`config.mk`:
```
export PLATFORM = sky130hd
export DESIGN_NAME = axi_clint
export DESIGN_NICKNAME = d
export VERILOG_FILES = /design/src/hw/soc_pkg.sv /design/src/hw/axi_clint.sv
export SDC_FILE = /design/constraint.sdc
export NUM_CORES = 1
export LEC_CHECK = 0
export BUFFER_PORTS_ARGS = -buffer_cell sky130_fd_sc_hd__clkbuf_2
export CAP_MARGIN = 20
export CORE_AREA = 2 2 88 174
export CTS_CLUSTER_DIAMETER = 30
export DETAILED_ROUTE_END_ITERATION = 8
export DIE_AREA = 0 0 90 176
export SETUP_SLACK_MARGIN = 0.15
export SLEW_MARGIN = 20
export SYNTH_ARGS = -nofsm -noshare
export SYNTH_HDL_FRONTEND = slang
export SYNTH_SLANG_ARGS = --single-unit
```
`constraint.sdc`:
```
create_clock -name clk -period 3 [get_ports clk]
set_input_delay 0.45 -clock clk [delete_from_list [all_inputs] [get_ports clk]]
set_output_delay 0.45 -clock clk [all_outputs]
set_load 0.03 [all_outputs]
```
`src/hw/soc_pkg.sv`:
```
package soc_pkg;

    // address map.
    localparam logic [31:0] sram_base      = 32'h8000_0000;
    localparam int          sram_words     = 16384;
    localparam int          sram_addr_bits = 14;     // word index width.
    localparam logic [31:0] uart_addr      = 32'ha000_03f8;
    localparam logic [31:0] clint_lo_addr  = 32'ha000_0048;
    localparam logic [31:0] clint_hi_addr  = 32'ha000_004c;

    localparam logic [1:0] resp_okay   = 2'b00;
    localparam logic [1:0] resp_decerr = 2'b11;

    typedef struct packed {
        logic [31:0] addr;
        logic        valid;
    } axi_ar_t;

    typedef struct packed {
        logic [31:0] addr;
        logic        valid;
    } axi_aw_t;

    typedef struct packed {
        logic [31:0] data;
        logic [3:0]  strb;
        logic        valid;
    } axi_w_t;

    typedef struct packed {
        logic [31:0] data;
        logic [1:0]  resp;
        logic        valid;
    } axi_r_t;

    typedef struct packed {
        logic [1:0] resp;
        logic       valid;
    } axi_b_t;

    // crossbar target, latched at grant.
    typedef enum logic [1:0] {
        sel_sram,
        sel_uart,
        sel_clint,
        sel_none
    } slave_sel_t;

endpackage
```
`src/hw/axi_clint.sv`:
```
`timescale 1ns/1ps

module axi_clint
    import soc_pkg::*;
(
    input  logic    clk,
    input  logic    rst,

    input  axi_ar_t ar,
    output logic    arready,
    output axi_r_t  r,
    input  logic    rready
);

    logic [63:0] mtime;
    logic [31:0] hi_snap;       // high half seen at the last low read.
    logic [31:0] rdata_q;
    logic        rvalid_q;

    assign arready = !rvalid_q;
    assign r       = '{data: rdata_q, resp: resp_okay, valid: rvalid_q};

    always_ff @(posedge clk or posedge rst) begin
        if (rst) begin
            mtime    <= 64'h0;
            hi_snap  <= 32'h0;
            rvalid_q <= 1'b0;
        end else begin
            mtime <= mtime + 64'd1;
            if (ar.valid && arready) begin
                rvalid_q <= 1'b1;
                if (ar.addr == clint_lo_addr)
                    hi_snap <= mtime[63:32];
            end else if (rready) begin
                rvalid_q <= 1'b0;
            end
        end
    end

    always_ff @(posedge clk) begin
        if (ar.valid && arready)
            rdata_q <= (ar.addr == clint_hi_addr) ? hi_snap : mtime[31:0];
    end

endmodule

```
# Yosys cells after proc, flatten, opt, wreduce, memory -nomap -nowiden
# Cells that the tools add are included.
[totals]
latch_bits = 0
out_inout_bits = 36
register_bits = 129
mem_count = 0
in_bits = 36
word_cells = 14
mem_bits_ro = 0
ramBits = 0
[op_classes]
n_mux = 3
n_bitwise = 0
n_reduce_logical = 4
mul = 0
n_shift = 0
magnitude_cmp = 0
eq_ne = 2
add_sub_neg = 1
n_div = 0
[op_table]
columns = ["operator", "n"]
rows = [
  ["adder 64 x 1 -> 64 bit (second input constant)", 1],
  ["equality test 32 bit (second input constant)", 2],
  ["2-to-1 mux 32 bit", 1],
  ["2-to-1 mux 1 bit", 2],
  ["AND reduction 2 bit", 1],
  ["nonzero test 2 bit", 1],
  ["logical AND 1 bit", 1],
  ["zero test 1 bit", 1],
]

# Logic depth before layout (Yosys ltp)
[depth]
ltp_word = 3
ltp_mapped = 7
ltp_nobuf = 5

# Worst setup path before layout
# OpenSTA, ideal clock, no wires.
[synth_path]
path_kind = "input to register"
start = "input port ar[0] in the netlist's numbering"
end = "register hi_snap[19]"
stages = 5
required_ps = 2875
t_arrival_ps = 2880
setup_ps = 125
setup_slack_ps = -4
path_buffers = 2
path_cell_list = "nor2b_1 -> and3b_1 -> buf_2 -> buf_4 -> mux2_2"
[synth_via]
elab_chain_cells = 2
[synth_rtl]
columns = ["item", "line", "source"]
rows = [
  ["start: declaration", "axi_clint.sv:9", "input axi_ar_t ar,"],
  ["logical AND 1 bit", "axi_clint.sv:30", "if (ar.valid && arready) begin"],
  ["AND reduction 2 bit (no line)", "n/a", ""],
  ["end signal: assignment", "axi_clint.sv:33", "hi_snap <= mtime[63:32];"],
  ["end: declaration", "axi_clint.sv:16", "logic [31:0] hi_snap;"],
]
# Every way passes these cells.
# A chain may end at the register's enable or synchronous reset.

# Final worst setup path
[layout_path]
start = "register mtime[2]"
end = "register mtime[56]"
[layout_via]
elab_chain_cells = 1
[layout_rtl]
columns = ["item", "line", "source"]
rows = [
  ["start: declaration", "axi_clint.sv:15", "logic [63:0] mtime;"],
  ["start signal: assignment", "axi_clint.sv:29", "mtime <= mtime + 64'd1;"],
  ["adder 64 x 1 -> 64 bit", "axi_clint.sv:29", ""],
]
# Every way passes these cells.

==> run_results.csv <==
group,metric,value,unit
synth,seq_area_frac_synth,59.90,%
place,post-dp-hpwl,8.045,mm
die,dieArea,15840,um2
clock_network,cts_max_path_buffers,2,
timing,relSlewSlack,61.54,%
pwr,powerDensity,621.5,nW/um2
synth,async_flop_share,75.19,%
synth,synth.area.top_cells,"dfrtp_1 43%, edfxtp_1 17%, mux2_2 11%",
setup_path,slowest_stage,"and3_1",
place,portBuffers,69,
synth,synth_edf_count,32,
route,drt_iter0_drc,137,
place,finalWeightedCongestion,0.7497,
flow_run,maxCapViolCount,0,
setup_path,path_buf_inv,0,
timing,fin_skew,0.009419,ns
global_routing,grt_pass1_vias,3765,
die,coreArea,14430,um2
clock_network,clock-sinks,129,
route,drc_errors,0,
clock_network,h-tree-depth,4,
timing,layout_min_cycle_time,2.239,ns
synth,synth.distinct_cells,34,
synth,synth_common_cells,"97 x dfrtp_1, 57 x mux2_2, 32 x edfxtp_1, 32 x xor2_1, 30 x xnor2_1",
timing,max_freq,0.4466,GHz
synth,syn_area,5657,um2
synth,yosysWarnings,0,
pwr,power.leakage,3.229,nW
die,initial_core_util,39.20,%
worst_hold_path,holdCritPathClass,"in -> async",
route,dr.pass1.iters,4,
route,via_per_inst,4.994,
synth,synth_top_area_share,42.91,%
pwr,report.power.total,0.004264,W
clock_network,cts_tree,"built",
timing,fin_crit_sh,74.63,%
route,routedWlPerCell,16.63,um
setup_path,path_cells,"and4_1 -> and3_1 -> nand3_2 -> nor4_1 -> xor2_1",
route,wirelength,11.74,mm
setup_path,cp-endpoint,"mtime[56]",
setup_path,arrival,2.57,ns
setup_path,cp.depth,5,
die,die_width,90,um
setup_path,worstSetupStartpointType,"flip-flop",
synth,ys.flop_type,"dfrtp_1",
synth,synth.largest_area_cell,"dfrtp_1",
global_routing,grt_max_degree,44,
setup_path,cpPeakStageDelay,0.50,ns
global_routing,grt_usage,16.00,%
setup_path,r2r_cells,5,
pwr,vdd_drop_max,358.3,uV
final_layout,finalNetCount,538,
setup_path,setup.worst_path.end_class,"flip-flop",
route,ant_nets,0,
setup_path,r2r_end,"mtime[56]",
clock_network,clk_latency,0.41,ns
timing,fin_setup_tns,0,ns
timing,finalWorstSetupSlack,0.7611,ns
clock_network,numCtsBuffers,17,
setup_path,rr_startpoint,"mtime[2]",
synth,yosysMostFrequentCell,"dfrtp_1",
clock_network,clk_pin_slew,0.06,ns
setup_path,worstPathMaxFanout,10,
clock_network,postCtsResizedCells,0,
final_layout,num_antenna_cells,0,
synth,synth_seq_cells,129,
setup_path,r2r_setup_slack,0.76,ns
global_routing,antenna_found_initial,0,
die,die_height,176,um
final_layout,nFillCells,1360,
die,ios,72,
setup_path,worst-setup-path-type,"reg -> reg",
timing,maxSlewViolCount,0,
status,outcome,"finished clean",
timing,hold_violations,0,
die,floorplan.rows,62,
route,vias,3526,
timing,rsz0062_at_grt,"false",
synth,syn_area_per_cell,13.47,um2
setup_path,critical_path.top_delay_family,"simple AND/OR/NAND/NOR gates",
clock_network,cts_root_buffer,"clkbuf_16",
timing,tightest_slew,0.5751,ns
global_routing,grt_overflow_total,0,
global_routing,grt_pass1_wl,19.62,mm
setup_path,cp-startpoint,"mtime[2]",
place,dpl_worst_slack,0.5710,ns
clock_network,hold_buffers,0,
timing,setup_viol,0,
synth,postSynthCellCount,420,
final_layout,synthToLayoutAreaGrowth,21.30,%
setup_path,required,3.33,ns
final_layout,drive_above_1_share,35.02,%
clock_network,cts_setup_buffers,0,
## worst register-to-register path, stage by stage (launching register included)
cell,delay [ns]
dfrtp_1,0.44
and4_1,0.35
and3_1,0.50
nand3_2,0.35
nor4_1,0.34
xor2_1,0.19
## worst min path at each step
stage | to | slack [ns] | depth (start not counted)
finish | mtime[3] | 0.04 | 2
CTS | mtime[3] | 0.04 | 2
floorplan | mtime[0] | 0.43 | 1
global placement | mtime[63] | 0.46 | 1
global route | mtime[3] | 0.05 | 2
detailed placement | mtime[63] | 0.46 | 1
## sequential cells by signal (all words and copies together) (netlist names)
register	count
rdata_q	32
mtime	64
hi_snap	32
rvalid_q	1
## layout make-up
| cell class | instances | area [um2] | share of cell area [%] |
|---|---|---|---|
| clock buffer | 18 | 439.2 | 6.400 |
| inverter | 10 | 41.29 | 0.6018 |
| timing repair buffer | 76 | 410.4 | 5.981 |
| multi-input combinational | 267 | 2131 | 31.05 |
| clock inverter | 14 | 211.5 | 3.082 |
| tap | 192 | 240.2 | 3.501 |
| sequential | 129 | 3388 | 49.38 |
## where the power goes
| group | switching (W) | leakage, nW | internal [W] | total, W |
|---|---|---|---|---|
| registers | 0.00000983 | 1.65 | 0.00183 | 0.00184 |
| logic | 0.000132 | 1.26 | 0.0000460 | 0.000178 |
| clock network | 0.000749 | 0.318 | 0.00149 | 0.00224 |
| total | 0.000891 | 3.23 | 0.00337 | 0.00426 |
## logic make-up after synthesis
family                   share of synthesized area (%)
other                                          0.06629
flip-flops                                       59.90
multiplexers                                     12.74
AND/OR/NAND/NOR                                  14.71
adder cells (fa/ha/maj)                         0.2212
buffers and inverters                            2.632
XOR/XNOR                                         9.600
AO/OA/AOI/OAI                                   0.1328
## cell usage in the layout, fill, tap and decap left out, types with 2 or more instances in the layout
cell type   instances
nor4_2              6
nand4_1            15
nand4_2             2
mux2_2             57
conb_1              2
and3_1              8
nor3_1             12
clkinv_2            3
nand2_1            24
clkinv_4            3
clkinvlp_4          2
edfxtp_1           32
nor4_1             10
buf_4               6
xor2_1             32
nor2_1             17
nand3_1            20
bufinv_16           5
inv_1               9
clkbuf_2           69
nand3_2             2
and4_1              8
xnor2_1            30
dfrtp_1            97
and2_1              3
clkbuf_16          17
nor4b_1             3
mux2_1              7
## per-stage QoR
step	instances	utilization, %	area [um2]	hold WS [ns]
6_report	706	47.55	6862	0.03904
5_1_grt	706	47.55	6862	0.04618
4_1_cts	706	47.55	6862	0.03816
3_5_place_dp	674	43.05	6211	0.4593
3_3_place_gp	674	43.05	6211	0.4551
2_1_floorplan	421	-	5667	0.4331
## per-layer routing
metal / global-route usage [%] / share of wire (%) / routed length (um) / up-vias
met4: 8.141 / 3.2 / 371 / 0
met1: 16.37 / 37 / 4347 / 1791
li1: - / - / - / 1660
met5: 0 / 0 / 0 / -
met3: 3.542 / 2.3 / 273 / 14
met2: 30.14 / 57 / 6746 / 61
No activity file was read; power rests on OpenSTA's default activity.
