`config.mk`:
```
export PLATFORM = sky130hd
export DESIGN_NAME = axi_uart
export DESIGN_NICKNAME = d
export VERILOG_FILES = /design/src/hw/soc_pkg.sv /design/src/hw/axi_uart.sv
export SDC_FILE = /design/constraint.sdc
export NUM_CORES = 1
export LEC_CHECK = 0
export CORE_AREA = 4 4 59 61
export CTS_CLUSTER_DIAMETER = 40
export DETAILED_ROUTE_END_ITERATION = 10
export DIE_AREA = 0 0 63 65
export DONT_BUFFER_PORTS = 1
export SLEW_MARGIN = 5
export SYNTH_ARGS = -nofsm -noshare
export SYNTH_HDL_FRONTEND = slang
export SYNTH_SLANG_ARGS = --single-unit
```
`constraint.sdc`:
```
create_clock -name clk -period 1.24 [get_ports clk]
set_input_delay 0.124 -clock clk [delete_from_list [all_inputs] [get_ports clk]]
set_output_delay 0.124 -clock clk [all_outputs]
set_load 0.05 [all_outputs]
```
`src/hw/soc_pkg.sv`:
```
package soc_pkg;

    // address map.
    localparam logic [31:0] sram_base      = 32'h8000_0000;
    localparam int          sram_words     = 16384;
    localparam int          sram_addr_bits = 14;     // word index width.
    localparam logic [31:0] uart_addr      = 32'ha000_03f8;
    localparam logic [31:0] clint_lo_addr  = 32'ha000_0048;
    localparam logic [31:0] clint_hi_addr  = 32'ha000_004c;

    localparam logic [1:0] resp_okay   = 2'b00;
    localparam logic [1:0] resp_decerr = 2'b11;

    typedef struct packed {
        logic [31:0] addr;
        logic        valid;
    } axi_ar_t;

    typedef struct packed {
        logic [31:0] addr;
        logic        valid;
    } axi_aw_t;

    typedef struct packed {
        logic [31:0] data;
        logic [3:0]  strb;
        logic        valid;
    } axi_w_t;

    typedef struct packed {
        logic [31:0] data;
        logic [1:0]  resp;
        logic        valid;
    } axi_r_t;

    typedef struct packed {
        logic [1:0] resp;
        logic       valid;
    } axi_b_t;

    // crossbar target, latched at grant.
    typedef enum logic [1:0] {
        sel_sram,
        sel_uart,
        sel_clint,
        sel_none
    } slave_sel_t;

endpackage
```
`src/hw/axi_uart.sv`:
```
`timescale 1ns/1ps

module axi_uart
    import soc_pkg::*;
(
    input  logic       clk,
    input  logic       rst,

    input  axi_ar_t    ar,
    output logic       arready,
    input  axi_aw_t    aw,
    output logic       awready,
    input  axi_w_t     w,
    output logic       wready,
    output axi_r_t     r,
    input  logic       rready,
    output axi_b_t     b,
    input  logic       bready,

    output logic [7:0] tx_byte,
    output logic       tx_strobe
);

    logic [7:0] thr;            // transmit holding register.
    logic       rvalid_q;
    logic       bvalid_q;
    logic       wr_go;

    assign arready = !rvalid_q;
    assign wr_go   = aw.valid && w.valid && !bvalid_q;
    assign awready = wr_go;
    assign wready  = wr_go;

    assign r       = '{data: {24'h0, thr}, resp: resp_okay, valid: rvalid_q};
    assign b       = '{resp: resp_okay, valid: bvalid_q};
    assign tx_byte = thr;

    always_ff @(posedge clk or posedge rst) begin
        if (rst) begin
            thr       <= 8'h0;
            rvalid_q  <= 1'b0;
            bvalid_q  <= 1'b0;
            tx_strobe <= 1'b0;
        end else begin
            tx_strobe <= wr_go;     // one cycle per accepted write.
            if (wr_go && w.strb[0])
                thr <= w.data[7:0];
            if (ar.valid && arready)
                rvalid_q <= 1'b1;
            else if (rready)
                rvalid_q <= 1'b0;
            if (wr_go)
                bvalid_q <= 1'b1;
            else if (bready)
                bvalid_q <= 1'b0;
        end
    end

endmodule

```
Word-level counts from Yosys, hierarchy flattened
Cells that the tools add are included.
{ "op_classes": {"multipliers": 0, "n_div": 0, "n_reduce_logical": 8, "n_mux": 4, "eq_ne": 0, "n_lt_le_gt_ge": 0, "shifts": 0, "bitwise": 0, "n_addsub": 0} }
{ "op_table": {"columns": ["operator", "n"], "rows": [
  ["$logic_and 1x1->1", 4],
  ["$mux 1", 4],
  ["$reduce_bool 2->1", 2],
  ["$logic_not 1->1", 2]
]} }
{ "totals": {"output_inout_bits": 50, "memories": 0, "in_bits": 107, "latch_bits": 0, "mem_bits_rw": 0, "word_cells": 16, "rom_bits": 0, "reg_bits": 11} }

Logic depth before layout (Yosys ltp)
Gate-level depths: netlist of run 1.
{ "logic_depth": {"word_depth": 3, "depth_mapped": 3, "mapped_depth_nobuf": 2} }

Worst setup path after synthesis of run 1
OpenSTA, ideal clock, no wires.
{ "synth_path": {"path_kind": "register to output", "from": "register bvalid_q", "to": "output wready", "path_buffers": 1, "required_time_ps": 1116, "path_stages_with_launch": 3, "arrival_ps": 1456, "path_slack_ps": -340, "cell_sequence": "dfrtp_1 nor2_1 buf_4"} }
{ "synth_between": {"elab_chain_len": 2} }
{ "synth_lines": {"columns": ["element", "line_no", "text"], "rows": [
  ["from (decl)", "axi_uart.sv:26", "logic bvalid_q;"],
  ["from (signal assigned)", "axi_uart.sv:42", "bvalid_q <= 1'b0;"],
  ["from (signal assigned)", "axi_uart.sv:53", "bvalid_q <= 1'b1;"],
  ["from (signal assigned)", "axi_uart.sv:55", "bvalid_q <= 1'b0;"],
  ["$logic_not 1->1", "axi_uart.sv:30", "assign wr_go = aw.valid && w.valid && !bvalid_q;"],
  ["$logic_and 1x1->1", "axi_uart.sv:30", null],
  ["to (decl)", "axi_uart.sv:14", "output logic wready,"]
]} }
Every way passes these cells.

Worst setup path after layout of run 1
Ends and elaborated chain as after synthesis.

==> results of run 1 <==
-- Yosys cell counts, drive strengths merged --
cell type / count
buf: 39
mux2: 8
mux2i: 1
dfrtp: 11
a21oi: 1
conb: 1
inv: 2
nand4b: 1
nor2: 2
nand2: 1
-- stage by stage --
step / setup slack [ns] / total power, mW
finish: -0.000744 / 1.82
global route: -0.0713 / 1.92
CTS: -0.0319 / 1.84
detailed placement: 0.146 / 1.56
global placement: 0.164 / 1.55
floorplan: 0.114 / 1.47
-- worst max path at each step --
| stage | cells past startpoint | endpoint |
|---|---|---|
| 2_1_floorplan | 2 | wready |
| 3_3_place_gp | 2 | tx_byte[7]$_DFFE_PP0P_ |
| 3_5_place_dp | 2 | tx_byte[5]$_DFFE_PP0P_ |
| 4_1_cts | 3 | wready |
| 5_1_grt | 3 | wready |
| 6_report | 3 | wready |
-- critical path: stages (launching register included) --
cell and delay, ns:
dfrtp_1 0.39, buf_6 0.17, nor2_4 0.12, buf_12 0.18
-- cells by family after synthesis --
family / count (synthesis) / synth area share
muxes: 9 / 0.139
other: 1 / 0.00521
buffers and inverters: 41 / 0.417
and+or+nand+nor: 4 / 0.0487
AOI/OAI and AO/OA: 1 / 0.00695
DFF: 11 / 0.383
-- routing by layer --
| layer | wire, um | GRT usage | share of wire | vias to the layer above |
|---|---|---|---|---|
| met1 | 478 | 0.0732 | 0.34 | 187 |
| met4 | 0 | 0.0248 | 0 | 0 |
| met2 | 706 | 0.115 | 0.51 | 40 |
| li1 | - | - | - | 189 |
| met5 | 0 | 0 | 0 | - |
| met3 | 204 | 0.0347 | 0.15 | 0 |
-- cell type report --
class	count	area share
clock buffer	4	0.0293
inverter	2	0.00837
multi-input combinational	42	0.282
sequential	11	0.307
tap	33	0.0460
timing repair buffer	28	0.328
-- power by group --
part	switching, mW	internal [mW]	leakage, nW
logic	0.816	0.273	0.312
registers	0.0632	0.433	0.132
clock network	0.114	0.124	0.0150
-- sequential cells by signal, indices dropped and copies added (netlist names) --
signal	cells
tx_byte	8
bvalid_q	1
rvalid_q	1
tx_strobe	1
-- timing repair --
action,4_1_cts,5_1_grt
setup buffers,1,2
hold buffers,9,3
endpoints found under the hold margin,19,3
pin swaps,1,0
setup endpoints to repair,2,2
resized for setup,1,0
==> flow_summary.yaml, run 1 <==
sta:
  finalSetupTns_ns: -0.00147
  fin_hold_ws_ns: 0.106
  setup_viol: 2
  period_share: 1.00
  hold_viol_final: 0
  setup_slack_ns: -0.000744
  rsz0062_at_grt: "yes"
  skew_ns: 0.00322
  drv_slew: 0
  fmax_mhz: 806
  layout_min_cycle_time_ns: 1.24
min_path:
  worstHoldStart: "w[0]"
  holdPathStages: 2
  hold_end: "bvalid_q$_DFFE_PP0P_"
  min_path_type: "input pin to register"
floorplan:
  start_util: 0.242
  fp-row-count: 20
  die_h_um: 65
  die_w_um: 63
  num_io_pins: 157
  die_area_mm2: 0.00410
  core_area_mm2: 0.00298
cells_and_area:
  final_cell_mix: "conb_1, dlygate4sd3_1, dfrtp_1, buf_4, mux2_2"
  final_area_um2: 897
  seqCellArea_um2: 275
  drive_above_1_share: 0.333
  nNetsFinal: 195
  multi_input_area_um2: 253
  mostFrequentLayoutCell: "conb_1"
  area_growth_pct: 24.7
  stdcell_count: 120
  n_antenna_cell: 0
  final_util: 0.301
  nFillCells: 309
place:
  place_hpwl_um: 1090
  io_buffers: 0
  gp_congestion: 0.601
  dpl.cell_count: 101
  placed_area_um2: 724
global_routing:
  gr-total-overflow: 0
  antenna_found_initial: 0
  grt_pass1_wl_um: 2130
  grt_use_total: 0.0682
  grt_start_max_net_pins: 12
  grt_pass1_vias: 432
route:
  drc: 0
  drt-pass1-iter-count: 1
  totalWireLength_um: 1390
  vias: 416
  drtIter0Drc: 0
  wl_per_cell_um: 11.6
  vias_per_cell: 3.47
  ant_nets: 0
flow_run:
  drv_cap: 0
power:
  p_leak_nw: 0.459
  power.density_mw_per_mm2: 2030
  peakVddDrop_v: 0.000573
logic_synthesis:
  ys_types: 10
  yosysTopAreaCell: "buf_4"
  synth.area.top_cells: "buf_4, dfrtp_1, mux2_2"
  synth-seq-cells: 11
  yosysSeqAreaShare: 0.383
  netlist_instances: 67
  netlist_area_um2: 719
  yosys.area.top_type_share: 0.407
  yosys_warnings: 0
  syn_avg_cell_area_um2: 10.7
clock_network:
  cts_tree: "built"
  cts_buffers: 3
  htreeDepth: 1
  clock_latency_ns: 0.26
  clk_pin_slew_ns: 0.07
  cts_root_buf: "clkbuf_4"
  clk_path_buf_depth: 2
  cts_sinks: 11
setup_path:
  crit_type: "register to output pin"
  r2r_start: "bvalid_q$_DFFE_PP0P_"
  crit_fanout: 3
  crit_path_end_kind: "output pin"
  critical_path_arrival_ns: 1.12
  start_kind: "register"
  critPathLaunch: "bvalid_q$_DFFE_PP0P_"
  timing.rr.end: "tx_byte[5]$_DFFE_PP0P_"
  worstPathRequired_ns: 1.12
  reg2reg_slack_ns: 0.02
  r2r.worst_path.cells: 3
status:
  violations: "negative setup slack"
  status: "finished, violations left"
(Power assumes the default switching activity.)
==> run 2, diff against run 1 <==
--- a/config.mk
+++ b/config.mk
@@ -8,4 +8,5 @@
 export CORE_AREA = 4 4 59 61
 export CTS_CLUSTER_DIAMETER = 40
+export CTS_CLUSTER_SIZE = 25
 export DETAILED_ROUTE_END_ITERATION = 10
 export DIE_AREA = 0 0 63 65
==> constraint.sdc (replaced) <==
create_clock -name clk -period 1.24 [get_ports clk]
set_input_delay 0.248 -clock clk [delete_from_list [all_inputs] [get_ports clk]]
set_output_delay 0.248 -clock clk [all_outputs]
set_load 0.05 [all_outputs]
==> flow_summary.yaml, run 2 (synthesis gave the netlist of run 1 again) <==
setup_path:
  worstPathRequired_ns: 0.99
  r2r_start: "bvalid_q$_DFFE_PP0P_"
  critPathMaxStageDelay_ns: 0.39
  critPathCapture: "awready"
  cp_top_family: "flip-flops"
  critical_path_arrival_ns: 1.11
  critPathSlowestCell: "dfrtp_1"
  start_kind: "register"
  reg2reg_slack_ns: 0.13
  crit_type: "register to output pin"
  timing.rr.end: "tx_byte[7]$_DFFE_PP0P_"
  worst-path-stages: 3
  crit_path_end_kind: "output pin"
  r2r.worst_path.cells: 2
  crit_buf_inv: 2
  crit_fanout: 3
  crit_chain: "buf_6, nor2_4, buf_12"
  critPathLaunch: "bvalid_q$_DFFE_PP0P_"
power:
  pwr-share-clk: 0.126
  finalPower_mw: 1.90
  p_int_mw: 0.893
  pwr-share-comb: 0.604
  p_leak_nw: 0.415
  seq_power_share: 0.271
  peakVddDrop_v: 0.000632
  power.density_mw_per_mm2: 2320
  swShare: 0.530
  switching_power_mw: 1.00
sta:
  period_share: 1.10
  hold_viol_final: 0
  rsz0062_at_grt: "yes"
  setup_slack_ns: -0.123
  setup_viol: 2
  fmax_mhz: 734
  drv_slew: 0
  layout_min_cycle_time_ns: 1.36
  skew_ns: 0.00566
  fin_hold_ws_ns: 0.0693
cells_and_area:
  area_growth_pct: 13.9
  drive_above_1_share: 0.347
  largest_register_ffs: 8
  nNetsFinal: 180
  final_cell_mix: "conb_1, dfrtp_1, buf_12"
  nFillCells: 303
  mostFrequentLayoutCell: "conb_1"
  final_util: 0.275
  n_antenna_cell: 0
  stdcell_count: 105
place:
  place_hpwl_um: 1080
  gp_congestion: 0.587
  dp_worst_setup_slack_ns: 0.131
  io_buffers: 0
  dpl.cell_count: 100
floorplan:
  fp-row-count: 20
  die_w_um: 63
  num_io_pins: 157
  die_h_um: 65
  die_area_mm2: 0.00410
  core_area_mm2: 0.00298
  start_util: 0.242
clock_network:
  cts_sinks: 11
  cts_root_buf: "clkbuf_4"
  cts_buffers: 3
  clk_pin_slew_ns: 0.07
  clk_path_buf_depth: 2
  post_cts_buffers: 0
  clock_latency_ns: 0.26
  htreeDepth: 1
  cts_tree: "built"
route:
  vias_per_cell: 3.53
  totalWireLength_um: 1230
  ant_nets: 0
  vias: 371
  wl_per_cell_um: 11.7
  drc: 0
  drtIter0Drc: 6
  drt-pass1-iter-count: 2
status:
  violations: "negative setup slack"
  status: "finished, violations left"
flow_run:
  drv_cap: 0
global_routing:
  antenna_found_initial: 0
  grt_pass1_wl_um: 1630
  grt_start_max_net_pins: 12
  grtUsageMet1: 0.0476
  grt_pass1_vias: 338
  use_met3: 0.0555
  grtUsageMet2: 0.0896
  gr-total-overflow: 0
  grt_use_total: 0.0534
  grt.busiest_layer: "met2"
min_path:
  worstHoldStart: "bready"
  min_path_type: "input pin to register"
[run 2: metrics by stage]
step,setup TNS (ns),cell area (um2)
after global placement,0,779
after detailed placement,0,779
after global routing,-0.339,820
final,-0.245,820
after CTS,-0.280,820
after floorplan,0,828
[run 2: routing by layer]
| metal | wire [um] | share of wire |
|---|---|---|
| met5 | 0 | 0 |
| met4 | 0 | 0 |
| met1 | 350 | 0.28 |
| met3 | 286 | 0.23 |
| met2 | 595 | 0.48 |
[run 2: layout make-up]
class	count	area, um2	share of cell area
flip-flops and latches	11	275	0.336
multi-input cells	42	253	0.308
repair buffers	13	216	0.264
well taps	33	41.3	0.0504
clock buffers	4	26.3	0.0321
inverters	2	7.51	0.00916
[run 2: worst reg2reg max path, stage by stage, from the launching register on]
cell	delay, ns
dfrtp_1	0.39
nand4b_4	0.26
mux2_2	0.33
[run 2: how the worst min path moves through the flow]
stage / to / slack (ns) / cells after the start
floorplan: bvalid_q$_DFFE_PP0P_ / 0.10 / 1
global placement: tx_strobe$_DFF_PP0_ / 0.16 / 1
detailed placement: tx_strobe$_DFF_PP0_ / 0.18 / 1
CTS: bvalid_q$_DFFE_PP0P_ / 0.06 / 1
global route: rvalid_q$_DFFE_PP0P_ / 0.05 / 1
finish: bvalid_q$_DFFE_PP0P_ / 0.07 / 1
[run 2: power groups by stage]
stage               sequential [mW]  combinational, mW  clock (mW)
finish                        0.514               1.15       0.238
global route                  0.523               1.17       0.283
CTS                           0.516               1.15       0.258
detailed placement            0.523               1.15           0
global placement              0.520               1.14           0
floorplan                     0.728              0.745           0
[run 2: timing repair]
action,in CTS,in global routing
hold buffers,1,0
gates cloned,0,0
endpoints found under the setup margin,2,2
gates resized for setup,1,0
endpoints found under the hold margin,11,0
==> run 3, diff against run 2 <==
Settings changed: RECOVER_POWER set to 50.
==> flow_summary.yaml, run 3 (synthesis gave the netlist of run 1 again) <==
floorplan:
  core_area_mm2: 0.00298
  fp-row-count: 20
  die_h_um: 65
  die_w_um: 63
  num_io_pins: 157
  start_util: 0.242
  die_area_mm2: 0.00410
route:
  totalWireLength_um: 1240
  drtIter0Drc: 6
  drt-pass1-iter-count: 2
  vias_per_cell: 3.52
  vias: 370
  wl_per_cell_um: 11.8
  ant_nets: 0
  drc: 0
clock_network:
  clk_pin_slew_ns: 0.07
  cts_sinks: 11
  cts_tree: "built"
  clock_latency_ns: 0.26
  clk_path_buf_depth: 2
  post_cts_buffers: 0
  htreeDepth: 1
  cts_root_buf: "clkbuf_4"
  cts_buffers: 3
power:
  p_leak_nw: 0.402
  finalPower_mw: 1.82
  pwr-share-clk: 0.131
  swShare: 0.544
  pwr-share-comb: 0.595
  seq_power_share: 0.274
  peakVddDrop_v: 0.000619
  power.density_mw_per_mm2: 2330
  p_int_mw: 0.830
  switching_power_mw: 0.992
global_routing:
  grt_start_max_net_pins: 12
  gr-total-overflow: 0
  antenna_found_initial: 0
  grt_pass1_vias: 338
  grt_pass1_wl_um: 1630
  grt_use_total: 0.0534
sta:
  fin_hold_ws_ns: 0.0692
  hold_viol_final: 0
  setup_viol: 2
  finalSetupTns_ns: -0.245
  skew_ns: 0.00571
  drv_slew: 0
  rsz0062_at_grt: "yes"
  fmax_mhz: 734
  period_share: 1.10
  setup_slack_ns: -0.123
  layout_min_cycle_time_ns: 1.36
min_path:
  min_path_type: "input pin to register"
setup_path:
  crit_buf_inv: 2
  critical_path_arrival_ns: 1.11
  crit_chain: "buf_6, nor2_4, buf_12"
  worstPathRequired_ns: 0.99
  critPathMaxStageDelay_ns: 0.39
  critPathSlowestCell: "dfrtp_1"
  crit_path_end_kind: "output pin"
  start_kind: "register"
  crit_type: "register to output pin"
  cp_top_family: "flip-flops"
  crit_fanout: 3
cells_and_area:
  area_growth_pct: 8.70
  n_antenna_cell: 0
  seqCellArea_um2: 275
  nNetsFinal: 180
  nFillCells: 309
  drive_above_1_share: 0.347
  largest_register_ffs: 8
  final_cell_mix: "conb_1, dfrtp_1, mux2_2"
  final_util: 0.263
  multi_input_area_um2: 253
  mostFrequentLayoutCell: "conb_1"
status:
  violations: "negative setup slack"
  status: "finished, violations left"
place:
  io_buffers: 0
  gp_congestion: 0.587
  dp_worst_setup_slack_ns: 0.131
  place_hpwl_um: 1080
flow_run:
  drv_cap: 0
## run 3: cell counts in the layout (fill, tap and decap cells not counted)
Identical to the previous run, type by type.
## run 3: metrics by stage
| stage | cells | cell area, um2 |
|---|---|---|
| detailed placement | 100 | 779 |
| CTS | 105 | 820 |
| global route | 105 | 782 |
| floorplan | 94 | 828 |
| global placement | 100 | 779 |
| finish | 105 | 782 |
## run 3: worst paths after layout
check,cells past startpoint,slack (ns),end,start
max,3,-0.12,awready,bvalid_q$_DFFE_PP0P_
min,1,0.07,bvalid_q$_DFFE_PP0P_,bready
max reg2reg,2,0.13,tx_byte[7]$_DFFE_PP0P_,bvalid_q$_DFFE_PP0P_
min reg2reg,1,0.49,rvalid_q$_DFFE_PP0P_,rvalid_q$_DFFE_PP0P_
max in group asynchronous,2,0.50,tx_byte[1]$_DFFE_PP0P_,rst
min in group asynchronous,2,0.42,bvalid_q$_DFFE_PP0P_,rst
## run 3: cell type report
cell class              count  area share
repair buffers             13       0.229
inverters                   2     0.00960
multi-input cells          42       0.323
clock buffers               4      0.0336
well taps                  33      0.0528
flip-flops and latches     11       0.352
## run 3: power groups by stage
| stage | sequential [mW] | clock [mW] | combinational (mW) |
|---|---|---|---|
| final | 0.500 | 0.238 | 1.08 |
| after global routing | 0.510 | 0.283 | 1.11 |
| after CTS | 0.516 | 0.258 | 1.15 |
| after detailed placement | 0.523 | 0 | 1.15 |
| after global placement | 0.520 | 0 | 1.14 |
| after floorplan | 0.728 | 0 | 0.745 |
## run 3: what timing repair did
item	4_1_cts	5_1_grt
endpoints found under the setup margin	2	2
endpoints found under the hold margin	11	0
gates cloned	0	0
gates resized for setup	1	0
hold buffers	1	0
## run 3: layer usage
metal | wire length [um] | track usage
met1 | 359 | 0.0476
met4 | 0 | 0
met2 | 595 | 0.0896
met5 | 0 | 0
met3 | 287 | 0.0555
