===== src/hw/soc_pkg.sv =====
package soc_pkg;

    // address map.
    localparam logic [31:0] sram_base      = 32'h8000_0000;
    localparam int          sram_words     = 16384;
    localparam int          sram_addr_bits = 14;     // word index width.
    localparam logic [31:0] uart_addr      = 32'ha000_03f8;
    localparam logic [31:0] clint_lo_addr  = 32'ha000_0048;
    localparam logic [31:0] clint_hi_addr  = 32'ha000_004c;

    localparam logic [1:0] resp_okay   = 2'b00;
    localparam logic [1:0] resp_decerr = 2'b11;

    typedef struct packed {
        logic [31:0] addr;
        logic        valid;
    } axi_ar_t;

    typedef struct packed {
        logic [31:0] addr;
        logic        valid;
    } axi_aw_t;

    typedef struct packed {
        logic [31:0] data;
        logic [3:0]  strb;
        logic        valid;
    } axi_w_t;

    typedef struct packed {
        logic [31:0] data;
        logic [1:0]  resp;
        logic        valid;
    } axi_r_t;

    typedef struct packed {
        logic [1:0] resp;
        logic       valid;
    } axi_b_t;

    // crossbar target, latched at grant.
    typedef enum logic [1:0] {
        sel_sram,
        sel_uart,
        sel_clint,
        sel_none
    } slave_sel_t;

endpackage

===== src/hw/axi_xbar.sv =====
`timescale 1ns/1ps

module axi_xbar
    import soc_pkg::*;
(
    input  logic    clk,
    input  logic    rst,

    input  axi_ar_t ifu_ar,
    output logic    ifu_arready,
    output axi_r_t  ifu_r,
    input  logic    ifu_rready,

    input  axi_ar_t lsu_ar,
    output logic    lsu_arready,
    input  axi_aw_t lsu_aw,
    output logic    lsu_awready,
    input  axi_w_t  lsu_w,
    output logic    lsu_wready,
    output axi_r_t  lsu_r,
    input  logic    lsu_rready,
    output axi_b_t  lsu_b,
    input  logic    lsu_bready,

    output axi_ar_t sram_ar,
    input  logic    sram_arready,
    output axi_aw_t sram_aw,
    input  logic    sram_awready,
    output axi_w_t  sram_w,
    input  logic    sram_wready,
    input  axi_r_t  sram_r,
    output logic    sram_rready,
    input  axi_b_t  sram_b,
    output logic    sram_bready,

    output axi_ar_t uart_ar,
    input  logic    uart_arready,
    output axi_aw_t uart_aw,
    input  logic    uart_awready,
    output axi_w_t  uart_w,
    input  logic    uart_wready,
    input  axi_r_t  uart_r,
    output logic    uart_rready,
    input  axi_b_t  uart_b,
    output logic    uart_bready,

    output axi_ar_t clint_ar,
    input  logic    clint_arready,
    input  axi_r_t  clint_r,
    output logic    clint_rready
);

    typedef enum logic [1:0] {
        idle,
        grant_ifu,
        grant_lsu
    } xbar_state_t;

    xbar_state_t state;
    slave_sel_t  sel;
    logic        lsu_wr;            // granted lsu transaction is a write.
    logic        err_rvalid;
    logic        err_bvalid;
    logic        rd_lsu;
    logic        wr_lsu;
    logic        err_rd_go;
    logic        err_wr_go;
    logic        lsu_done;

    // clint is read only, so a write there is unmapped.
    function automatic slave_sel_t decode(input logic [31:0] addr, input logic wr);
        slave_sel_t s;
        s = sel_none;
        if (addr[31:sram_addr_bits+2] == sram_base[31:sram_addr_bits+2])
            s = sel_sram;
        else if (addr == uart_addr)
            s = sel_uart;
        else if (!wr && (addr == clint_lo_addr || addr == clint_hi_addr))
            s = sel_clint;
        return s;
    endfunction

    assign rd_lsu    = (state == grant_lsu) && !lsu_wr;
    assign wr_lsu    = (state == grant_lsu) && lsu_wr;
    assign err_rd_go = rd_lsu && (sel == sel_none) && lsu_ar.valid && !err_rvalid;
    assign err_wr_go = wr_lsu && (sel == sel_none) && lsu_aw.valid && lsu_w.valid
                       && !err_bvalid;
    assign lsu_done  = lsu_wr ? (lsu_b.valid && lsu_bready) : (lsu_r.valid && lsu_rready);

    always_ff @(posedge clk or posedge rst) begin
        if (rst) begin
            state      <= idle;
            sel        <= sel_none;
            lsu_wr     <= 1'b0;
            err_rvalid <= 1'b0;
            err_bvalid <= 1'b0;
        end else begin
            case (state)
                idle: begin
                    if (lsu_aw.valid) begin       // write beats a pending read.
                        state  <= grant_lsu;
                        lsu_wr <= 1'b1;
                        sel    <= decode(lsu_aw.addr, 1'b1);
                    end else if (lsu_ar.valid) begin
                        state  <= grant_lsu;
                        lsu_wr <= 1'b0;
                        sel    <= decode(lsu_ar.addr, 1'b0);
                    end else if (ifu_ar.valid) begin
                        state <= grant_ifu;
                        sel   <= sel_sram;          // fetch only targets memory.
                    end
                end
                grant_ifu: if (ifu_r.valid && ifu_rready) state <= idle;
                grant_lsu: if (lsu_done) state <= idle;
                default: state <= idle;
            endcase

            if (err_rd_go)
                err_rvalid <= 1'b1;
            else if (lsu_rready)
                err_rvalid <= 1'b0;
            if (err_wr_go)
                err_bvalid <= 1'b1;
            else if (lsu_bready)
                err_bvalid <= 1'b0;
        end
    end

    always_comb begin
        sram_ar        = lsu_ar;
        sram_ar.valid  = 1'b0;
        uart_ar        = lsu_ar;
        uart_ar.valid  = 1'b0;
        clint_ar       = lsu_ar;
        clint_ar.valid = 1'b0;
        sram_aw        = lsu_aw;
        sram_aw.valid  = 1'b0;
        uart_aw        = lsu_aw;
        uart_aw.valid  = 1'b0;
        sram_w         = lsu_w;
        sram_w.valid   = 1'b0;
        uart_w         = lsu_w;
        uart_w.valid   = 1'b0;
        sram_rready    = 1'b0;
        uart_rready    = 1'b0;
        clint_rready   = 1'b0;
        sram_bready    = 1'b0;
        uart_bready    = 1'b0;
        ifu_arready    = 1'b0;
        ifu_r          = '{data: 32'h0, resp: resp_okay, valid: 1'b0};
        lsu_arready    = 1'b0;
        lsu_awready    = 1'b0;
        lsu_wready     = 1'b0;
        lsu_r          = '{data: 32'h0, resp: resp_decerr, valid: err_rvalid};
        lsu_b          = '{resp: resp_decerr, valid: err_bvalid};

        if (state == grant_ifu) begin
            sram_ar     = ifu_ar;
            ifu_arready = sram_arready;
            ifu_r       = sram_r;
            sram_rready = ifu_rready;
        end else if (rd_lsu) begin
            case (sel)
                sel_sram: begin
                    sram_ar     = lsu_ar;
                    lsu_arready = sram_arready;
                    lsu_r       = sram_r;
                    sram_rready = lsu_rready;
                end
                sel_uart: begin
                    uart_ar     = lsu_ar;
                    lsu_arready = uart_arready;
                    lsu_r       = uart_r;
                    uart_rready = lsu_rready;
                end
                sel_clint: begin
                    clint_ar     = lsu_ar;
                    lsu_arready  = clint_arready;
                    lsu_r        = clint_r;
                    clint_rready = lsu_rready;
                end
                default: lsu_arready = err_rd_go;
            endcase
        end else if (wr_lsu) begin
            case (sel)
                sel_sram: begin
                    sram_aw     = lsu_aw;
                    sram_w      = lsu_w;
                    lsu_awready = sram_awready;
                    lsu_wready  = sram_wready;
                    lsu_b       = sram_b;
                    sram_bready = lsu_bready;
                end
                sel_uart: begin
                    uart_aw     = lsu_aw;
                    uart_w      = lsu_w;
                    lsu_awready = uart_awready;
                    lsu_wready  = uart_wready;
                    lsu_b       = uart_b;
                    uart_bready = lsu_bready;
                end
                default: begin
                    lsu_awready = err_wr_go;
                    lsu_wready  = err_wr_go;
                end
            endcase
        end
    end

endmodule


===== config.mk =====
export PLATFORM = sky130hd
export DESIGN_NAME = axi_xbar
export DESIGN_NICKNAME = d
export VERILOG_FILES = /design/src/hw/soc_pkg.sv /design/src/hw/axi_xbar.sv
export SDC_FILE = /design/constraint.sdc
export NUM_CORES = 1
export LEC_CHECK = 0
export ABC_CLOCK_PERIOD_IN_PS = 1500
export BUFFER_PORTS_ARGS = -buffer_cell sky130_fd_sc_hd__buf_2
export CAP_MARGIN = 20
export CORE_AREA = 2 2 226 228
export CTS_BUF_LIST = sky130_fd_sc_hd__clkbuf_8
export DETAILED_ROUTE_END_ITERATION = 10
export DIE_AREA = 0 0 228 230
export PLACE_DENSITY = 0.33
export SLEW_MARGIN = 5
export SYNTH_ARGS = -nofsm -noshare
export SYNTH_HDL_FRONTEND = slang
export SYNTH_SLANG_ARGS = --single-unit

===== constraint.sdc =====
create_clock -name clk -period 1.5 [get_ports clk]
set_input_delay 0 -clock clk [delete_from_list [all_inputs] [get_ports clk]]
set_output_delay 0 -clock clk [all_outputs]
set_load 0.01 [all_outputs]

# Word level (Yosys, flattened, before mapping)
# Cells that the tools add are included.
# word_totals
input_bits	259
register_bits	7
# op_classes
n_eq_ne	14
n_reduce_logical	25
n_mux	83
# op_table
operator	count
equality test 32 bit (second input constant)	4
2-to-1 mux 35 bit	3
one-hot mux 35 bit (3 select lines)	1
2-to-1 mux 1 bit	58
2-to-1 mux 33 bit	1
equality test 16 bit (second input constant)	2
2-to-1 mux 2 bit	12
logical AND 1 bit	12
2-to-1 mux 3 bit	3
equality test 2 bit (second input constant)	3
one-hot mux 2 bit (3 select lines)	1
one-hot mux 3 bit (2 select lines)	1
nonzero test 2 bit	3
equality test 2 x 1 -> 1 bit (second input constant)	2
logical NOT 2 bit	2
inequality test 2 bit (second input constant)	2
inequality test 4 bit (second input constant)	1
one-hot mux 1 bit (2 select lines)	2
AND reduction 2 bit	2
logical NOT 1 bit	3
one-hot mux 1 bit (3 select lines)	1
AND reduction 3 bit	1
nonzero test 3 bit	1
logical OR 1 bit	1

# Logic depth before layout (Yosys ltp)
# Gate-level depths: netlist of the first run.
# depth
depth_word	10
mapped_depth	7

# Worst setup path after synthesis of the first run
# No wires, ideal clock.
# synth_path
path_kind	flip-flop to flip-flop
start	reg sel[0]
end	reg state[1]
period_less_slack_ps	1410
arrival_time_ps	1338
stages_incl_launch_ff	6
required_ps	1429
path_slack_ps	90
path_buffers	1
cell_sequence	dfstp_2 -> buf_6 -> mux4_2 -> nand3b_1 -> a31oi_1 -> nor2_1
# synth_via
elab_chain_cells	9
# synth_lines
element	line_no	text
from (decl)	axi_xbar.sv:60	slave_sel_t sel;
from (signal assigned)	axi_xbar.sv:93	sel <= sel_none;
from (signal assigned)	axi_xbar.sv:103	sel <= decode(lsu_aw.addr, 1'b1);
from (signal assigned)	axi_xbar.sv:107	sel <= decode(lsu_ar.addr, 1'b0);
equality test 2 x 1 -> 1 bit or logical NOT 2 bit (tied branches)	axi_xbar.sv:163, axi_xbar.sv:185	
one-hot mux 3 bit (2 select lines)	axi_xbar.sv:185	case (sel)
2-to-1 mux 3 bit	axi_xbar.sv:184	end else if (wr_lsu) begin
2-to-1 mux 3 bit	axi_xbar.sv:162	end else if (rd_lsu) begin
2-to-1 mux 3 bit	axi_xbar.sv:157	if (state == grant_ifu) begin
logical AND 1 bit	axi_xbar.sv:88	assign lsu_done = lsu_wr ? (lsu_b.valid && lsu_bready) : (lsu_r.valid && lsu_rready);
2-to-1 mux 1 bit *	axi_xbar.sv:88	
inequality test 2 bit (no line) *	--	
AND reduction 3 bit (no line) *	--	
to (signal assigned)	axi_xbar.sv:92	state <= idle;
to (signal assigned)	axi_xbar.sv:101	state <= grant_lsu;
to (signal assigned)	axi_xbar.sv:105	state <= grant_lsu;
to (decl)	axi_xbar.sv:59	xbar_state_t state;
# Every way passes the cells marked *; elsewhere a longest branch is shown, timed or not.
# A chain may end at the register's enable or synchronous reset.

==> qor.csv, run 1 <==
metric,value,unit
Reg power frac,5.0,%
DR vias,4983,
"top cells by area, synth","buf_4, mux2_2, mux2i_1, nor2_1, and2_1",
pre-CTS setup slack,-397,ps
Slew @ Worst Pin,354,ps
outcome,"complete, but fails checks",
sequential-to-total area share from yosys stat,4.51,%
combinational share of power,91.9,%
final std cells w/o fill,1557,
Yosys cell types,40,
static leakage,3.81,nW
Placed Instances,1506,
core box area,0.0499,sq mm
largest area contributor in the netlist,buf_4,
Psw,3.82,mW
relative slew slack,76.4,%
Final WS setup,-368,ps
worst hold margin,0.00684,ps
Worst setup EP type,output pin,
highest routed layer,met5,
Tcrit/Tclk final,125,%
Metal-1 WL,9790,um
share of layout cells above drive strength 1,76.8,%
Max Fclk,0.535,GHz
DRT iter0 DRCs,164,
WL final,24700,um
startpoint types,flip-flop,
synthesized flop and latch total,7,
syn avg cell area,7.31,sq um
clock power share,3.1,%
die span in y,230,um
nets,1145,
most frequent cell after synthesis,buf_4,
P_int,4.54,mW
Longest Clk Path Bufs,2,
pin count of the biggest net entering global routing,27,
ANT cells,0,
CP bufs+invs,3,
Placed Area,0.00591,sq mm
"Core Util, Final",15.1,%
routability cong.,0.944,
first-pass GRT wire length,32300,um
Synthesis Warnings,0,
post-route cell area,0.00754,sq mm
"Net Count, Synth",798,
Post-synth EDFFs,0,
DP HPWL,19100,um
Mapped Cells,539,
final hold viol count,0,
Remaining DRCs,0,
switch share,45.6,%
CP Cell Sequence,"buf_12, buf_12, mux2i_4, nor2_1, a21oi_1, nor2_1, buf_2",
Design Power,8.36,mW
Peak VDD IR,0.000381,V
Fillers,5761,
unrepaired setup endpoints after global routing,true,
die area,0.0524,sq mm
Worst-Skew Late Latency,220,ps
initial antenna violation count,2,
critical path class,flip-flop to output pin,
"Top FF cell, synth",dfrtp_1,
cts bufs inserted,3,
metal3 WL,1830,um
Tot GR Track Use,8.22,%
CTS Root Cell,clkbuf_8,
total of max-cap violations,0,
CTS Sinks,7,
minimum clock period,1870,ps
P&R area growth vs syn,91.5,%
Via-to-Cell Ratio,3.20,
Synth Cell Area,0.00394,sq mm
post-synth top area share,39.1,%
final setup vio count,103,
failing checks,setup timing,
Crit Path Max Fanout,7,
DIE WIDTH,228,um
IO Count,580,
met2 routed WL,12300,um
Initial DRT Pass Iterations,4,
Critical Path Slowest Stage Cell,dfstp_4,
ys async rst share,100,%
CP arrival,1870,ps
final setup skew,3.57,ps
crit-path leading delay family,flip-flops,
FP Rows,82,
CTS tree,yes,
CP peak stage delay,670,ps
Final Max Slew Viols,0,
grt ovf,0,
TNS Setup,-17250,ps
pwr dens,1110,mW/mm^2
Buffers on Ports,471,
HP Class,primary input to output pin,
Initial Util,7.90,%
"antenna viol nets, final",0,
wire per inst,15.9,um
htree depth,1,
Critical Path RT,1500,ps
vias in the first global route,4974,
"Reg clk slew, reported paths",40,ps
commonest cells in the netlist,"buf_4, nor2_1, and2_1, mux2_2, mux2i_1",
-- final timing paths --
path,end,cells past startpoint,from,slack (ps)
min in group asynchronous,err_rvalid$_DFFE_PP0P_,3,rst,290
max in group asynchronous,sel[0]$_DFFE_PP1P_,3,rst,900
max reg2reg,state[1]$_DFFE_PP0P_,7,sel[0]$_DFFE_PP1P_,-360
max,lsu_r[32],7,sel[0]$_DFFE_PP1P_,-370
min reg2reg,err_rvalid$_DFFE_PP0P_,1,err_rvalid$_DFFE_PP0P_,580
min,sram_w[7],0,lsu_w[7],0.007
-- worst register-to-register path, stage by stage (launching register included) --
cell      delay [ps]
dfstp_4          670
buf_4            130
buf_8            110
buf_4            110
mux4_2           500
nand3b_1         100
a31oi_1           80
nor2_1            80
-- layer usage --
metal  GRT usage, %  up-vias
li1               -     2305
met3           1.71       31
met2           14.8      344
met4           2.82        2
met5              0        -
met1           9.64     2301
-- registers in the layout, indices dropped and copies added, names as in the netlist --
register and cells:
sel 2, state 2, err_bvalid 1, err_rvalid 1, lsu_wr 1
-- power by group through the flow --
stage               Sequential (mW)  Combinational [mW]  Clock (mW)
global route                  0.438                8.23       0.289
CTS                           0.424                6.57       0.269
floorplan                     0.340                3.46           0
global placement              0.418                5.53           0
finish                        0.418                7.68       0.257
detailed placement            0.418                5.49           0
-- repair_timing --
item,4_1_cts,5_1_grt
gates cloned,6,7
setup buffers,19,19
hold buffers,1,0
hold endpoints to repair,5,0
pin swaps,21,46
endpoints found under the setup margin,91,125
gates resized for setup,130,104
-- area by class of cell --
type / instances / area, sq um / share of cell area, %
flip-flops and latches: 7 / 184 / 2.44
multi-input cells: 302 / 2440 / 32.3
well taps: 672 / 841 / 11.2
repair buffers: 571 / 4030 / 53.4
clock inverters: 1 / 3.75 / 0.0498
inverters: 1 / 3.75 / 0.0498
clock buffers: 3 / 41.3 / 0.548
-- layout by cell type, fill, tap and decap left out, types with 3 or more instances in the layout --
cell type / Yosys / final
buf_2: 10 / 402
buf_6: 10 / 83
nor2_1: 78 / 72
buf_4: 205 / 54
and2_4: 0 / 35
mux2_4: 0 / 33
a21oi_1: 34 / 31
mux2i_1: 36 / 30
buf_12: 0 / 15
and2_1: 44 / 9
nor4_1: 8 / 8
nand2_1: 10 / 8
nand4_1: 6 / 6
buf_16: 0 / 6
clkbuf_16: 0 / 5
buf_8: 0 / 5
nor4b_1: 4 / 4
nor2b_1: 6 / 4
nand2b_1: 6 / 4
mux2i_4: 0 / 4
nor2_4: 0 / 3
nor2_2: 0 / 3
a21oi_2: 0 / 3
mux2_2: 36 / 3
clkbuf_8: 0 / 3
dfrtp_1: 5 / 3
-- kinds of logic (layout without fill, tap and decap cells) --
family / count (synthesis) / count (layout) / synth area share [%]
AOI/OAI and AO/OA: 54 / 54 / 8.39
muxes: 74 / 74 / 20.6
buffers and inverters: 230 / 576 / 43.7
and+or+nand+nor: 174 / 174 / 22.8
DFF: 7 / 7 / 4.51
No activity file was read; power rests on OpenSTA's default activity.
==> run 2: changes to the inputs <==
--- a/config.mk
+++ b/config.mk
@@ -5,13 +5,14 @@
 export SDC_FILE = /design/constraint.sdc
 export NUM_CORES = 1
 export LEC_CHECK = 0
+export ABC_AREA = 1
 export ABC_CLOCK_PERIOD_IN_PS = 1500
 export BUFFER_PORTS_ARGS = -buffer_cell sky130_fd_sc_hd__buf_2
 export CAP_MARGIN = 20
-export CORE_AREA = 2 2 226 228
+export CORE_AREA = 2 2 225 227
 export CTS_BUF_LIST = sky130_fd_sc_hd__clkbuf_8
 export DETAILED_ROUTE_END_ITERATION = 10
-export DIE_AREA = 0 0 228 230
+export DIE_AREA = 0 0 227 229
 export PLACE_DENSITY = 0.33
 export SLEW_MARGIN = 5
 export SYNTH_ARGS = -nofsm -noshare
==> constraint.sdc (replaced) <==
create_clock -name clk -period 1.5 [get_ports clk]
set_input_delay 0.3 -clock clk [delete_from_list [all_inputs] [get_ports clk]]
set_output_delay 0.3 -clock clk [all_outputs]
set_load 0.01 [all_outputs]
==> run 2 against run 1 <==
Compared with the run above: the flow still finishes with violations (setup timing); sequential power fell by 4%; wire length increased by 15%; first-iteration DRC count fell by 24%; utilization rose by 1.4 points; final cell count grew 13%; largest cell class unchanged; largest power group unchanged.
==> qor.csv, run 2 <==
metric,value,unit,change
Synth Cell Area,0.00404,sq mm,+2.7%
flop2flop setup slack,-280,ps,+80 ps
minimum clock period,2000,ps,+136 ps
largest area contributor in the netlist,buf_4,,
vias in the first global route,5536,,+11%
die span in y,229,um,-0.43%
final hold viol count,0,,unchanged
Worst-Skew Late Latency,230,ps,about the same
Mapped Cells,750,,+39%
Longest Clk Path Bufs,2,,unchanged
worst setup path end,lsu_r[22],,
Crit Path Max Fanout,7,,unchanged
initial antenna violation count,7,,+5
worst reg2reg path depth,13,,+6
"commonest non-fill, non-tap cell in the layout",buf_2,,
nets,1349,,+18%
r2r endpoint,state[0]$_DFFE_PP0P_,,
post-synth top area share,37.7,%,-1.4 points
Tot GR Track Use,8.91,%,+0.69 points
core box area,0.0497,sq mm,-0.41%
die area,0.0520,sq mm,-0.87%
CP bufs+invs,5,,+2
crit path from,sel[1]$_DFFE_PP1P_,,
DR vias,5851,,+17%
Buffers on Ports,471,,unchanged
Synthesis Warnings,0,,unchanged
Slew @ Worst Pin,334,ps,-20.1 ps
syn avg cell area,5.39,sq um,-26%
Multi-input gate area,0.00256,sq mm,+5.0%
share of layout cells above drive strength 1,65.6,%,-11 points
WL final,28300,um,+15%
Worst setup EP type,output pin,,
"top cells by area, synth","buf_4, nand2_1, inv_1, nor2_1, o211ai_1",,
unrepaired setup endpoints after global routing,true,,
final setup skew,4.65,ps,+1.09 ps
storage element area,178,sq um,-3.4%
sequential-to-total area share from yosys stat,4.39,%,-0.12 points
Largest regs,"sel: 2 flops, state: 2 flops",,
P&R area growth vs syn,103,%,
final setup vio count,123,,+19%
CTS Root Cell,clkbuf_8,,
ys async rst share,100,%,unchanged
commonest cells in the netlist,"nand2_1, buf_4, inv_1, nor2_1, o211ai_1",,
"most used cell, CP",nand2_1,,
synthesized flop and latch total,7,,unchanged
failing checks,setup timing,,
routability cong.,0.802,,-15%
"Net Count, Synth",1009,,+26%
Critical Path Slowest Stage Cell,dfstp_2,,
Initial DRT Pass Iterations,4,,unchanged
DIE WIDTH,227,um,-0.44%
HP Class,primary input to async pin,,
DRT iter0 DRCs,125,,-24%
Max Fclk,0.499,GHz,-6.8%
TNS Setup,-48070,ps,-30820 ps
Fillers,5755,,-0.10%
FP Rows,82,,unchanged
Initial Util,8.14,%,+0.25 points
htree depth,1,,unchanged
CP peak stage delay,630,ps,-40 ps
IO Count,580,,unchanged
DP HPWL,19600,um,+2.3%
total of max-cap violations,0,,unchanged
"antenna viol nets, final",0,,unchanged
CTS tree,yes,,
worst r2r src,state[0]$_DFFE_PP0P_,,
Via-to-Cell Ratio,3.32,,+3.7%
"commonest non-fill, non-tap cells in the layout","buf_2, nand2_1, inv_1, buf_6",,
Tcrit/Tclk final,134,%,+9.1 points
Critical Path RT,1200,ps,-300 ps
grt ovf,0,,unchanged
critical path depth,9,,+2
Remaining DRCs,0,,unchanged
crit-path leading delay family,flip-flops,,
"Top FF cell, synth",dfrtp_1,,
Final Max Slew Viols,0,,unchanged
Post-synth EDFFs,0,,unchanged
static leakage,4.47,nW,+18%
CP Cell Sequence,"inv_2, nand2_4, inv_8, buf_6, nand2_1, o211ai_1, nand2_1, inv_1, buf_2",,
first-pass GRT wire length,34100,um,+5.3%
pin count of the biggest net entering global routing,35,,+30%
cts bufs inserted,3,,unchanged
Placed Area,0.00604,sq mm,+2.2%
outcome,"complete, but fails checks",,
pwr dens,970,mW/mm^2,-13%
CTS Sinks,7,,unchanged
"Reg clk slew, reported paths",40,ps,about the same
Peak VDD IR,0.000361,V,-5.3%
critical path class,flip-flop to output pin,,
post-route cell area,0.00819,sq mm,+8.7%
Yosys cell types,28,,-30%
Final WS setup,-504,ps,-136 ps
wire per inst,16.0,um,+1.2%
CP arrival,1700,ps,-170 ps
relative slew slack,77.6,%,+1.3 points
startpoint types,flip-flop,,
most frequent cell after synthesis,nand2_1,,
## run 2: cell count changes in the layout (fill, tap and decap cells not counted), sizes merged, moves of 10 or more
cell / previous run / this run
buf: 565 / 549
o211ai: 2 / 32
mux2i: 36 / 0
nand2: 10 / 235
nand3: 0 / 15
a21oi: 34 / 4
and2: 44 / 3
nor2: 78 / 88
inv: 2 / 103
mux2: 36 / 0
## run 2: area by class of cell
type / count / area share, %
timing repair buffer: 559 / 50.0
multi-input combinational: 415 / 31.2
tap: 672 / 10.3
inverter: 103 / 5.32
sequential: 7 / 2.17
clock buffer: 3 / 0.504
timing repair inverter: 1 / 0.367
antenna: 2 / 0.0611
clock inverter: 1 / 0.0458
## run 2: routing by layer
layer | part of all wire, % | track usage [%]
met5 | 0.081 | 0
met4 | 4.3 | 3.04
met1 | 34 | 8.52
met3 | 9.0 | 2.26
met2 | 53 | 18.0
## run 2: kinds of logic after synthesis
| family | after synthesis | synth area share, % |
|---|---|---|
| AOI/OAI and AO/OA | 56 | 9.44 |
| DFF | 7 | 4.39 |
| and+or+nand+nor | 359 | 35.8 |
| buffers and inverters | 328 | 50.4 |
## run 2: power breakdown
part	leakage [nW]	total, mW	switching [mW]	internal, mW
combinational	4.36	7.27	3.91	3.36
clock	0.0269	0.270	0.0925	0.178
sequential	0.0846	0.403	0.117	0.286
total	4.47	7.94	4.12	3.82
## run 2: through the flow
step                      hold WS [ps]  std cells  utilization [%]  total power [mW]  worst slack, ps
final                             5.96       1763             16.5              7.94             -504
after global routing              28.2       1761             16.5              8.54             -589
after CTS                         8.67       1743             14.3              6.45             -507
after detailed placement           260       1714             12.2              5.31             -259
after global placement             259       1714             12.2              5.33             -248
after floorplan                    102        750                -              3.35            -14.3
## run 2: how the worst min path moves through the flow
stage,start,endpoint,slack (ps)
final,rst,err_bvalid$_DFFE_PP0P_,6
after global routing,rst,err_bvalid$_DFFE_PP0P_,30
after CTS,rst,err_bvalid$_DFFE_PP0P_,9
after detailed placement,rst,err_bvalid$_DFFE_PP0P_,260
after global placement,rst,err_bvalid$_DFFE_PP0P_,260
after floorplan,rst,err_bvalid$_DFFE_PP0P_,100
## run 2: repair_timing
action | CTS | global route
buffers inserted | 11 | 18
setup endpoints to repair | 123 | 123
cloned | 14 | 10
hold buffers | 0 | 0
pin swaps | 21 | 36
gates resized for setup | 150 | 206
